--- src/rtl/procPkg.sv ---
package procPkg;

    localparam int dataWidth = 16;
    localparam int regCount  = 8;

    typedef logic [dataWidth-1:0] dataT;
    typedef logic [dataWidth-1:0] instrT;
    typedef logic [2:0]           regIdxT;

    // Instruction field positions
    localparam int opMsb    = 15;
    localparam int opLsb    = 12;
    localparam int rdMsb    = 11;
    localparam int rdLsb    = 9;
    localparam int rsMsb    = 8;
    localparam int rsLsb    = 6;
    localparam int rtMsb    = 5;
    localparam int rtLsb    = 3;
    localparam int immMsb   = 5;
    localparam int immLsb   = 0;
    localparam int immWidth = immMsb - immLsb + 1;

    // Opcode zero is NOP so an all-zero word is harmless
    // ST writes rt to address rs; BEQZ jumps to pc + 1 + imm when rs is zero
    typedef enum logic [3:0] {
        opNop  = 4'h0,
        opAdd  = 4'h1,
        opSub  = 4'h2,
        opAnd  = 4'h3,
        opOr   = 4'h4,
        opXor  = 4'h5,
        opAddi = 4'h6,
        opLd   = 4'h7,
        opSt   = 4'h8,
        opBeqz = 4'h9,
        opHalt = 4'hF
    } opcodeT;

    localparam instrT nopInstr = instrT'({opNop, 12'h000});

    // Ops that write rd
    function automatic logic writesRd(opcodeT op);
        return op inside {opAdd, opSub, opAnd, opOr, opXor, opAddi, opLd};
    endfunction

    function automatic logic isLegal(opcodeT op);
        return op inside {opNop, opAdd, opSub, opAnd, opOr, opXor, opAddi,
                          opLd, opSt, opBeqz, opHalt};
    endfunction

endpackage

--- src/rtl/fetchStage.sv ---
`timescale 1ns/1ps

module fetchStage #(
    parameter int imemAddrWidth = 6
) (
    input  logic                     clk,
    input  logic                     rstN,
    input  logic                     loadEn,
    input  logic [imemAddrWidth-1:0] loadAddr,
    input  procPkg::instrT           loadData,
    input  logic                     stall,
    input  logic                     redirect,
    input  procPkg::dataT            redirectPc,
    input  logic                     freeze,
    output procPkg::instrT           ifIdInstr,
    output procPkg::dataT            ifIdPc,
    output logic                     ifIdValid
);

    import procPkg::*;

    localparam int imemDepth = 1 << imemAddrWidth;

    instrT imem [imemDepth];
    dataT  pc;
    instrT fetchInstr;
    logic  pcInRange;

    // Program load port, used while the core sits in reset
    always_ff @(posedge clk) begin
        if (loadEn) begin
            imem[loadAddr] <= loadData;
        end
    end

    // Past the end of the array the core just sees NOPs
    assign pcInRange  = 32'(pc) < imemDepth;
    assign fetchInstr = pcInRange ? imem[pc[imemAddrWidth-1:0]] : nopInstr;

    // PC and IF/ID valid; redirect beats freeze beats stall
    always_ff @(posedge clk or negedge rstN) begin
        if (!rstN) begin
            pc        <= '0;
            ifIdValid <= 1'b0;
        end else if (redirect) begin
            pc        <= redirectPc;
            ifIdValid <= 1'b0;
        end else if (freeze) begin
            ifIdValid <= 1'b0;
        end else if (!stall) begin
            pc        <= pc + dataT'(1);
            ifIdValid <= 1'b1;
        end
    end

    always_ff @(posedge clk) begin
        if (!stall) begin
            ifIdInstr <= fetchInstr;
            ifIdPc    <= pc;
        end
    end

endmodule

--- src/rtl/decodeStage.sv ---
`timescale 1ns/1ps

module decodeStage (
    input  logic             clk,
    input  logic             rstN,
    input  procPkg::instrT   ifIdInstr,
    input  procPkg::dataT    ifIdPc,
    input  logic             ifIdValid,
    input  logic             redirect,
    input  logic             wbValid,
    input  procPkg::regIdxT  wbReg,
    input  procPkg::dataT    wbData,
    output logic             stall,
    output logic             idExValid,
    output procPkg::opcodeT  idExOp,
    output procPkg::regIdxT  idExRd,
    output procPkg::regIdxT  idExRs,
    output procPkg::regIdxT  idExRt,
    output procPkg::dataT    idExA,
    output procPkg::dataT    idExB,
    output procPkg::dataT    idExImm,
    output procPkg::dataT    idExPc
);

    import procPkg::*;

    opcodeT op;
    regIdxT rd;
    regIdxT rs;
    regIdxT rt;
    dataT   imm;
    dataT   regs [regCount];
    dataT   rsVal;
    dataT   rtVal;
    logic   usesRs;
    logic   usesRt;
    logic   loadUse;

    // Register read with r0 tied to zero and writeback passed through
    function automatic dataT readPort(regIdxT idx);
        dataT val;
        val = regs[idx];
        if (idx == '0) begin
            val = '0;
        end else if (wbValid && wbReg == idx) begin
            val = wbData;
        end
        return val;
    endfunction

    // Field split; an illegal opcode is kept as is for execute
    assign op  = opcodeT'(ifIdInstr[opMsb:opLsb]);
    assign rd  = ifIdInstr[rdMsb:rdLsb];
    assign rs  = ifIdInstr[rsMsb:rsLsb];
    assign rt  = ifIdInstr[rtMsb:rtLsb];
    assign imm = {{(dataWidth - immWidth){ifIdInstr[immMsb]}}, ifIdInstr[immMsb:immLsb]};

    always_comb begin
        rsVal = readPort(rs);
        rtVal = readPort(rt);
    end

    always_ff @(posedge clk or negedge rstN) begin
        if (!rstN) begin
            for (int i = 0; i < regCount; i++) begin
                regs[i] <= '0;
            end
        end else if (wbValid) begin
            regs[wbReg] <= wbData;
        end
    end

    // Which source fields the instruction really reads
    always_comb begin
        usesRs = writesRd(op) || op == opSt || op == opBeqz;
        usesRt = op inside {opAdd, opSub, opAnd, opOr, opXor, opSt};
    end

    // Load in ID/EX feeding the instruction behind it
    assign loadUse = idExValid && idExOp == opLd && idExRd != '0 &&
                     ((usesRs && rs == idExRd) || (usesRt && rt == idExRd));
    assign stall   = ifIdValid && loadUse;

    always_ff @(posedge clk or negedge rstN) begin
        if (!rstN) begin
            idExValid <= 1'b0;
            idExOp    <= opNop;
        end else if (redirect || stall) begin
            // Bubble
            idExValid <= 1'b0;
            idExOp    <= opNop;
        end else begin
            idExValid <= ifIdValid;
            idExOp    <= op;
        end
    end

    always_ff @(posedge clk) begin
        idExRd  <= rd;
        idExRs  <= rs;
        idExRt  <= rt;
        idExA   <= rsVal;
        idExB   <= rtVal;
        idExImm <= imm;
        idExPc  <= ifIdPc;
    end

endmodule

--- src/rtl/executeStage.sv ---
`timescale 1ns/1ps

module executeStage (
    input  logic             clk,
    input  logic             rstN,
    input  logic             idExValid,
    input  procPkg::opcodeT  idExOp,
    input  procPkg::regIdxT  idExRd,
    input  procPkg::regIdxT  idExRs,
    input  procPkg::regIdxT  idExRt,
    input  procPkg::dataT    idExA,
    input  procPkg::dataT    idExB,
    input  procPkg::dataT    idExImm,
    input  procPkg::dataT    idExPc,
    input  logic             wbValid,
    input  procPkg::regIdxT  wbReg,
    input  procPkg::dataT    wbData,
    output logic             redirect,
    output procPkg::dataT    redirectPc,
    output logic             freeze,
    output logic             exMemValid,
    output procPkg::opcodeT  exMemOp,
    output procPkg::regIdxT  exMemRd,
    output procPkg::dataT    exMemResult,
    output procPkg::dataT    exMemStore
);

    import procPkg::*;

    typedef enum logic [1:0] {fwdReg, fwdExMem, fwdMemWb} fwdSelT;

    fwdSelT selA;
    fwdSelT selB;
    dataT   opA;
    dataT   opB;
    dataT   aluResult;
    logic   exMemFwdOk;
    logic   liveValid;
    logic   trapNow;
    logic   frozen;

    // Youngest older writer wins
    function automatic fwdSelT pickSource(regIdxT src, logic exOk, regIdxT exDst,
                                          logic wbOk, regIdxT wbDst);
        if (exOk && exDst == src) begin
            return fwdExMem;
        end
        if (wbOk && wbDst == src) begin
            return fwdMemWb;
        end
        return fwdReg;
    endfunction

    function automatic dataT muxOperand(fwdSelT sel, dataT regVal, dataT exVal, dataT wbVal);
        case (sel)
            fwdExMem: return exVal;
            fwdMemWb: return wbVal;
            default:  return regVal;
        endcase
    endfunction

    // Load data is not ready in EX/MEM; the stall covers that case
    assign exMemFwdOk = exMemValid && writesRd(exMemOp) && exMemOp != opLd && exMemRd != '0;

    assign selA = pickSource(idExRs, exMemFwdOk, exMemRd, wbValid, wbReg);
    assign selB = pickSource(idExRt, exMemFwdOk, exMemRd, wbValid, wbReg);
    assign opA  = muxOperand(selA, idExA, exMemResult, wbData);
    assign opB  = muxOperand(selB, idExB, exMemResult, wbData);

    always_comb begin
        case (idExOp)
            opAdd:        aluResult = opA + opB;
            opSub:        aluResult = opA - opB;
            opAnd:        aluResult = opA & opB;
            opOr:         aluResult = opA | opB;
            opXor:        aluResult = opA ^ opB;
            opAddi, opLd: aluResult = opA + idExImm;
            opSt:         aluResult = opA;
            default:      aluResult = '0;
        endcase
    end

    // Anything still in ID/EX after a trap is younger and dies here
    assign liveValid  = idExValid && !frozen;
    assign redirect   = liveValid && idExOp == opBeqz && opA == '0;
    assign redirectPc = idExPc + dataT'(1) + idExImm;
    assign trapNow    = liveValid && (idExOp == opHalt || !isLegal(idExOp));
    assign freeze     = frozen || trapNow;

    always_ff @(posedge clk or negedge rstN) begin
        if (!rstN) begin
            frozen     <= 1'b0;
            exMemValid <= 1'b0;
            exMemOp    <= opNop;
        end else begin
            if (trapNow) begin
                frozen <= 1'b1;
            end
            exMemValid <= liveValid;
            exMemOp    <= idExOp;
        end
    end

    always_ff @(posedge clk) begin
        exMemRd     <= idExRd;
        exMemResult <= aluResult;
        exMemStore  <= opB;
    end

endmodule

--- src/rtl/memoryStage.sv ---
`timescale 1ns/1ps

module memoryStage #(
    parameter int dmemAddrWidth = 6
) (
    input  logic             clk,
    input  logic             rstN,
    input  logic             exMemValid,
    input  procPkg::opcodeT  exMemOp,
    input  procPkg::regIdxT  exMemRd,
    input  procPkg::dataT    exMemResult,
    input  procPkg::dataT    exMemStore,
    output logic             wbValid,
    output procPkg::regIdxT  wbReg,
    output procPkg::dataT    wbData,
    output logic             halted,
    output logic             err
);

    import procPkg::*;

    localparam int dmemDepth = 1 << dmemAddrWidth;

    dataT                     dmem [dmemDepth];
    logic [dmemAddrWidth-1:0] memAddr;
    dataT                     loadData;
    logic                     marker;

    // Upper address bits are dropped, so accesses wrap
    assign memAddr  = exMemResult[dmemAddrWidth-1:0];
    assign loadData = dmem[memAddr];

    // HALT or illegal op carried down from execute
    assign marker = exMemValid && (exMemOp == opHalt || !isLegal(exMemOp));

    always_ff @(posedge clk) begin
        if (exMemValid && exMemOp == opSt) begin
            dmem[memAddr] <= exMemStore;
        end
    end

    always_ff @(posedge clk or negedge rstN) begin
        if (!rstN) begin
            wbValid <= 1'b0;
            halted  <= 1'b0;
            err     <= 1'b0;
        end else begin
            // No retire event for r0 or for ops without a destination
            wbValid <= exMemValid && writesRd(exMemOp) && exMemRd != '0;
            if (marker) begin
                halted <= 1'b1;
            end
            if (marker && exMemOp != opHalt) begin
                err <= 1'b1;
            end
        end
    end

    always_ff @(posedge clk) begin
        wbReg  <= exMemRd;
        wbData <= (exMemOp == opLd) ? loadData : exMemResult;
    end

endmodule

--- src/rtl/proc.sv ---
`timescale 1ns/1ps

module proc #(
    parameter int imemAddrWidth = 6,
    parameter int dmemAddrWidth = 6
) (
    input  logic                     clk,
    input  logic                     rstN,
    input  logic                     loadEn,
    input  logic [imemAddrWidth-1:0] loadAddr,
    input  procPkg::instrT           loadData,
    output logic                     wbValid,
    output procPkg::regIdxT          wbReg,
    output procPkg::dataT            wbData,
    output logic                     halted,
    output logic                     err
);

    import procPkg::*;

    // IF/ID
    instrT  ifIdInstr;
    dataT   ifIdPc;
    logic   ifIdValid;

    // ID/EX
    logic   idExValid;
    opcodeT idExOp;
    regIdxT idExRd;
    regIdxT idExRs;
    regIdxT idExRt;
    dataT   idExA;
    dataT   idExB;
    dataT   idExImm;
    dataT   idExPc;

    // EX/MEM
    logic   exMemValid;
    opcodeT exMemOp;
    regIdxT exMemRd;
    dataT   exMemResult;
    dataT   exMemStore;

    // Pipeline control
    logic   stall;
    logic   redirect;
    dataT   redirectPc;
    logic   freeze;

    fetchStage #(
        .imemAddrWidth(imemAddrWidth)
    ) uFetch (
        .clk(clk), .rstN(rstN), .loadEn(loadEn), .loadAddr(loadAddr), .loadData(loadData),
        .stall(stall), .redirect(redirect), .redirectPc(redirectPc), .freeze(freeze),
        .ifIdInstr(ifIdInstr), .ifIdPc(ifIdPc), .ifIdValid(ifIdValid)
    );

    decodeStage uDecode (
        .clk(clk), .rstN(rstN), .ifIdInstr(ifIdInstr), .ifIdPc(ifIdPc),
        .ifIdValid(ifIdValid), .redirect(redirect),
        .wbValid(wbValid), .wbReg(wbReg), .wbData(wbData),
        .stall(stall), .idExValid(idExValid), .idExOp(idExOp), .idExRd(idExRd),
        .idExRs(idExRs), .idExRt(idExRt), .idExA(idExA), .idExB(idExB),
        .idExImm(idExImm), .idExPc(idExPc)
    );

    executeStage uExecute (
        .clk(clk), .rstN(rstN), .idExValid(idExValid), .idExOp(idExOp), .idExRd(idExRd),
        .idExRs(idExRs), .idExRt(idExRt), .idExA(idExA), .idExB(idExB),
        .idExImm(idExImm), .idExPc(idExPc),
        .wbValid(wbValid), .wbReg(wbReg), .wbData(wbData),
        .redirect(redirect), .redirectPc(redirectPc), .freeze(freeze),
        .exMemValid(exMemValid), .exMemOp(exMemOp), .exMemRd(exMemRd),
        .exMemResult(exMemResult), .exMemStore(exMemStore)
    );

    memoryStage #(
        .dmemAddrWidth(dmemAddrWidth)
    ) uMemory (
        .clk(clk), .rstN(rstN), .exMemValid(exMemValid), .exMemOp(exMemOp),
        .exMemRd(exMemRd), .exMemResult(exMemResult), .exMemStore(exMemStore),
        .wbValid(wbValid), .wbReg(wbReg), .wbData(wbData), .halted(halted), .err(err)
    );

endmodule

--- config.mk ---
export PLATFORM = sky130hd
export DESIGN_NAME = proc
export DESIGN_NICKNAME = d
export VERILOG_FILES = /design/src/rtl/procPkg.sv /design/src/rtl/fetchStage.sv /design/src/rtl/decodeStage.sv /design/src/rtl/executeStage.sv /design/src/rtl/memoryStage.sv /design/src/rtl/proc.sv
export SDC_FILE = /design/constraint.sdc
export NUM_CORES = 2
export LEC_CHECK = 0
export BUFFER_PORTS_ARGS = -buffer_cell sky130_fd_sc_hd__buf_2
export CORE_MARGIN = 4
export CORE_UTILIZATION = 45
export CTS_CLUSTER_SIZE = 8
export DETAILED_ROUTE_END_ITERATION = 7
export HOLD_SLACK_MARGIN = 0.15
export PLACE_DENSITY_LB_ADDON = 0.2
export SLEW_MARGIN = 20
export SYNTH_ARGS = -nofsm -noshare
export SYNTH_HDL_FRONTEND = slang
export SYNTH_SLANG_ARGS = --single-unit
--- constraint.sdc ---
create_clock -name clk -period 11.8 [get_ports clk]
set_input_delay 2.36 -clock clk [delete_from_list [all_inputs] [get_ports clk]]
set_output_delay 2.36 -clock clk [all_outputs]
set_load 0.02 [all_outputs]
==> metrics.md <==
| Metric | Value |
|---|---|
| Clock Latency Late Sink | `0.93 ns` |
| Least-Margin Pin Slew | `1.18 ns` |
| Post-synthesis register bit count | `2353` |
| Die Span Y | `460 um` |
| Power Total | `0.0217 W` |
| Cells after Synth | `4917` |
| Crit path max-delay cell type | `dfxtp_1` |
| Worst setup SP type | `flop` |
| Share of flip-flops with an asynchronous set or reset | `6.76%` |
| Post-synth EDFFs | `2080` |
| Dpl ws | `5.90 ns` |
| Setup tns final | `0 ns` |
| CTS tree | `done` |
| Leakage | `35.2 nW` |
| First-pass GRT wire length | `356 mm` |
| Clk slew on worst S/H paths | `0.05 ns` |
| Seq/Total Area, Yosys | `74.7%` |
| Share of post-route cells with drive strength above 1 | `23.5%` |
| Io pins | `47` |
| Row count | `165` |
| Number of CTS-inserted buffers | `345` |
| Setup ws final | `5.80 ns` |
| I/O Buffers | `46` |
| CTS Sinks | `2353` |
| PD cells | `206 nW/um2` |
| Clock tree root driver cell | `clkbuf_16` |
| Clk_skew | `0.0777 ns` |
| RSZ-0062 raised after global routing | `false` |
| Class of the worst hold path | `reg -> reg` |
| Initial antenna violation count | `4` |
| Total grt overflow | `0` |
| DRC Markers | `0` |
| Synth Flop Type | `edfxtp_1` |
| Mapped Area | `92000 um2` |
| Final Hold Violating Endpoints | `0` |
| Hold Startpoint | `uFetch.ifIdPc[9]$_DFFE_PN_` |
| Max clock buf depth | `4` |
| Nets@finish | `5300` |
| Hold_buf cts | `0` |
| Max FO, Critical Path | `14` |
| Vias in the first global route | `49400` |
| Worst setup EP type | `flop` |
| Post-CTS sizing | `0` |
| Placer Congestion | `0.879` |
| DR vias/cell | `6.19` |
| 1st-pass router iterations | `7` |
| Finish-stage setup viols | `0` |
| 1st-iter DRT viols | `5415` |
| Largest net degree at the start of global routing | `128` |
| DIE AREA | `212000 um2` |
| Outcome | `finished clean` |
| Ys Warns | `0` |
| Core Area | `203000 um2` |
| Slew margin rel. | `20.6%` |
| H-Tree Depth | `5` |
| Reg-to-reg startpoint | `uDecode.idExImm[5]$_DFF_P_` |
| Initial Util | `45.4%` |
| Post-DP HPWL | `139 mm` |
| Fin. max-slew vios | `0` |
| Post-Syn Nets | `5008` |
| Critical path arrival | `6.85 ns` |
| Synth area leaders | `edfxtp_1, mux4_2, dfrtp_1` |
| Final worst-path cycle share | `50.8%` |
| Die W | `460 um` |
| Area leader, netlist | `edfxtp_1` |
| Gr usage total | `23.1%` |
| Drt wl/cell | `30.8 um` |
| Area Growth Syn to Fin | `14.6%` |
| Routed Wire Length | `246 mm` |
| Slowest cell delay on critical path | `0.78 ns` |
| Syn_area_per_cell | `18.7 um2` |
| Vias | `49300` |
| Worst vdd ir | `0.170 mV` |
| Setup bufs post-CTS | `0` |
| Kind of critical path | `reg -> reg` |
| Minimum clock period | `6.00 ns` |
| Critical Path, Cell by Cell | `xnor2_2, and4_1, a221oi_1, or2_2, ha_1, inv_1, nor2_1, a21oi_1, o21ai_0, ha_1, a21o_1, a21o_1, a211oi_1, o311ai_0, o41ai_1, o21ai_0, o41ai_1, xnor2_2, o21a_1, o21ai_1` |
| Max-cap check violation count | `0` |
| Required time worst endpoint | `12.65 ns` |
| Unique cell type count in the Yosys netlist | `77` |
| Detail Route Antenna Nets | `0` |
| Crit path from | `uDecode.idExImm[5]$_DFF_P_` |
| Max Clock Freq | `0.167 GHz` |
| Top cell type's share of synthesized area | `67.9%` |
==> metrics by stage <==
stage	utilization [%]	instances	area (um2)	hold WS, ns
floorplan	-	4917	92000	0.323
global placement	47.5	7534	96300	0.323
detailed placement	47.5	7534	96300	0.327
CTS	52.0	7962	105000	0.335
global route	52.0	7962	105000	0.341
finish	52.0	7968	105000	0.335
==> synth_stat cells, types with 32 or more instances <==
master    count
edfxtp_1   2080
mux4_2      400
a22oi_1     354
nor2_1      250
clkbuf_1    226
dfrtp_1     159
mux2_2      132
dfxtp_1     114
a221oi_1    103
nand2_1     100
buf_1        83
a22o_1       81
nand4_1      78
a31oi_1      72
a21oi_1      69
ha_1         64
o21ai_0      54
inv_1        53
mux2i_1      49
xnor2_1      47
a211oi_1     33
nand3_1      32
==> layout make-up <==
type	count	area, um2
multi-input combinational	2191	22000
antenna	6	15.0
fill	16000	97300
clock inverter	8	78.8
inverter	57	214
timing repair buffer	261	1980
tap	2672	3340
sequential	2353	68800
clock buffer	420	9060
==> routing by layer <==
layer,vias to the layer above,routed length (um),track usage [%]
li1,20800,-,-
met1,26000,102000,32.3
met2,2082,118000,36.9
met3,419,19100,4.72
met4,0,6640,6.54
met5,-,0,0
==> cells in the final DEF, fill, tap and decap left out, types with 7 or more instances in the layout <==
| cell | count |
|---|---|
| a211oi_1 | 33 |
| a21o_1 | 18 |
| a21oi_1 | 69 |
| a221oi_1 | 103 |
| a22o_1 | 81 |
| a22oi_1 | 354 |
| a31oi_1 | 72 |
| a41oi_1 | 8 |
| and3_1 | 13 |
| buf_12 | 9 |
| buf_2 | 37 |
| buf_4 | 214 |
| clkbuf_1 | 68 |
| clkbuf_16 | 352 |
| dfrtp_1 | 155 |
| dfxtp_1 | 95 |
| dfxtp_2 | 19 |
| edfxtp_1 | 2080 |
| ha_1 | 64 |
| inv_1 | 53 |
| mux2_2 | 132 |
| mux2i_1 | 49 |
| mux4_2 | 400 |
| nand2_1 | 100 |
| nand2b_1 | 7 |
| nand3_1 | 32 |
| nand4_1 | 78 |
| nand4b_1 | 7 |
| nor2_1 | 230 |
| nor2_2 | 16 |
| nor2b_1 | 27 |
| nor3_1 | 24 |
| nor4_1 | 11 |
| o211ai_1 | 16 |
| o21ai_0 | 54 |
| o221ai_1 | 25 |
| or2_2 | 11 |
| or4_1 | 7 |
| xnor2_1 | 47 |
| xor2_1 | 17 |
==> state kept, by name, indices dropped and copies added (netlist names), 16 cells and up <==
name                  flops
uDecode.idExB            16
uFetch.ifIdInstr         16
uDecode.regs            128
uFetch.pc                16
uFetch.imem            1024
uFetch.ifIdPc            16
uMemory.dmem           1024
uDecode.idExA            16
uExecute.exMemResult     16
uMemory.wbData           16
uExecute.exMemStore      16
uDecode.idExPc           16
==> kinds of logic after synthesis <==
kind of cell	count (synthesis)	synth area share [%]
compound gates	866	6.95
buf+inv	373	1.55
fa+ha+maj	66	0.914
xor+xnor	68	0.680
flops	2353	74.7
mux	582	12.0
simple gates	609	3.27
==> worst paths after layout <==
path	slack [ns]	endpoint	cells past startpoint
worst min-delay path	0.34	uDecode.idExPc[9]$_DFF_P_	0
worst max register to register	5.80	uExecute.exMemResult[15]$_SDFF_PN0_	20
worst min register to register	0.34	uDecode.idExPc[9]$_DFF_P_	0
max in group asynchronous	8.64	uFetch.pc[1]$_DFFE_PN0P_	2
worst max-delay path	5.80	uExecute.exMemResult[15]$_SDFF_PN0_	20
min in group asynchronous	1.51	uMemory.halted$_DFFE_PN0P_	1
==> worst max-delay path: cells and delay by family (launching register included) <==
kind                       cells  cell delay, ns
AOI/OAI and AO/OA             12            3.06
buffers and inverters          1            0.06
DFF                            1            0.78
and+or+nand+nor                3            1.03
adders and majority gates      2            0.65
xor gates and xnor gates       2            0.41
==> power by group <==
group | leakage (nW) | internal (W) | switching [W]
registers | 22.3 | 0.00922 | 0.000292
logic | 8.41 | 0.00163 | 0.00201
clock network | 4.45 | 0.00528 | 0.00326
Note: power is estimated with default switching activity, not from simulation.
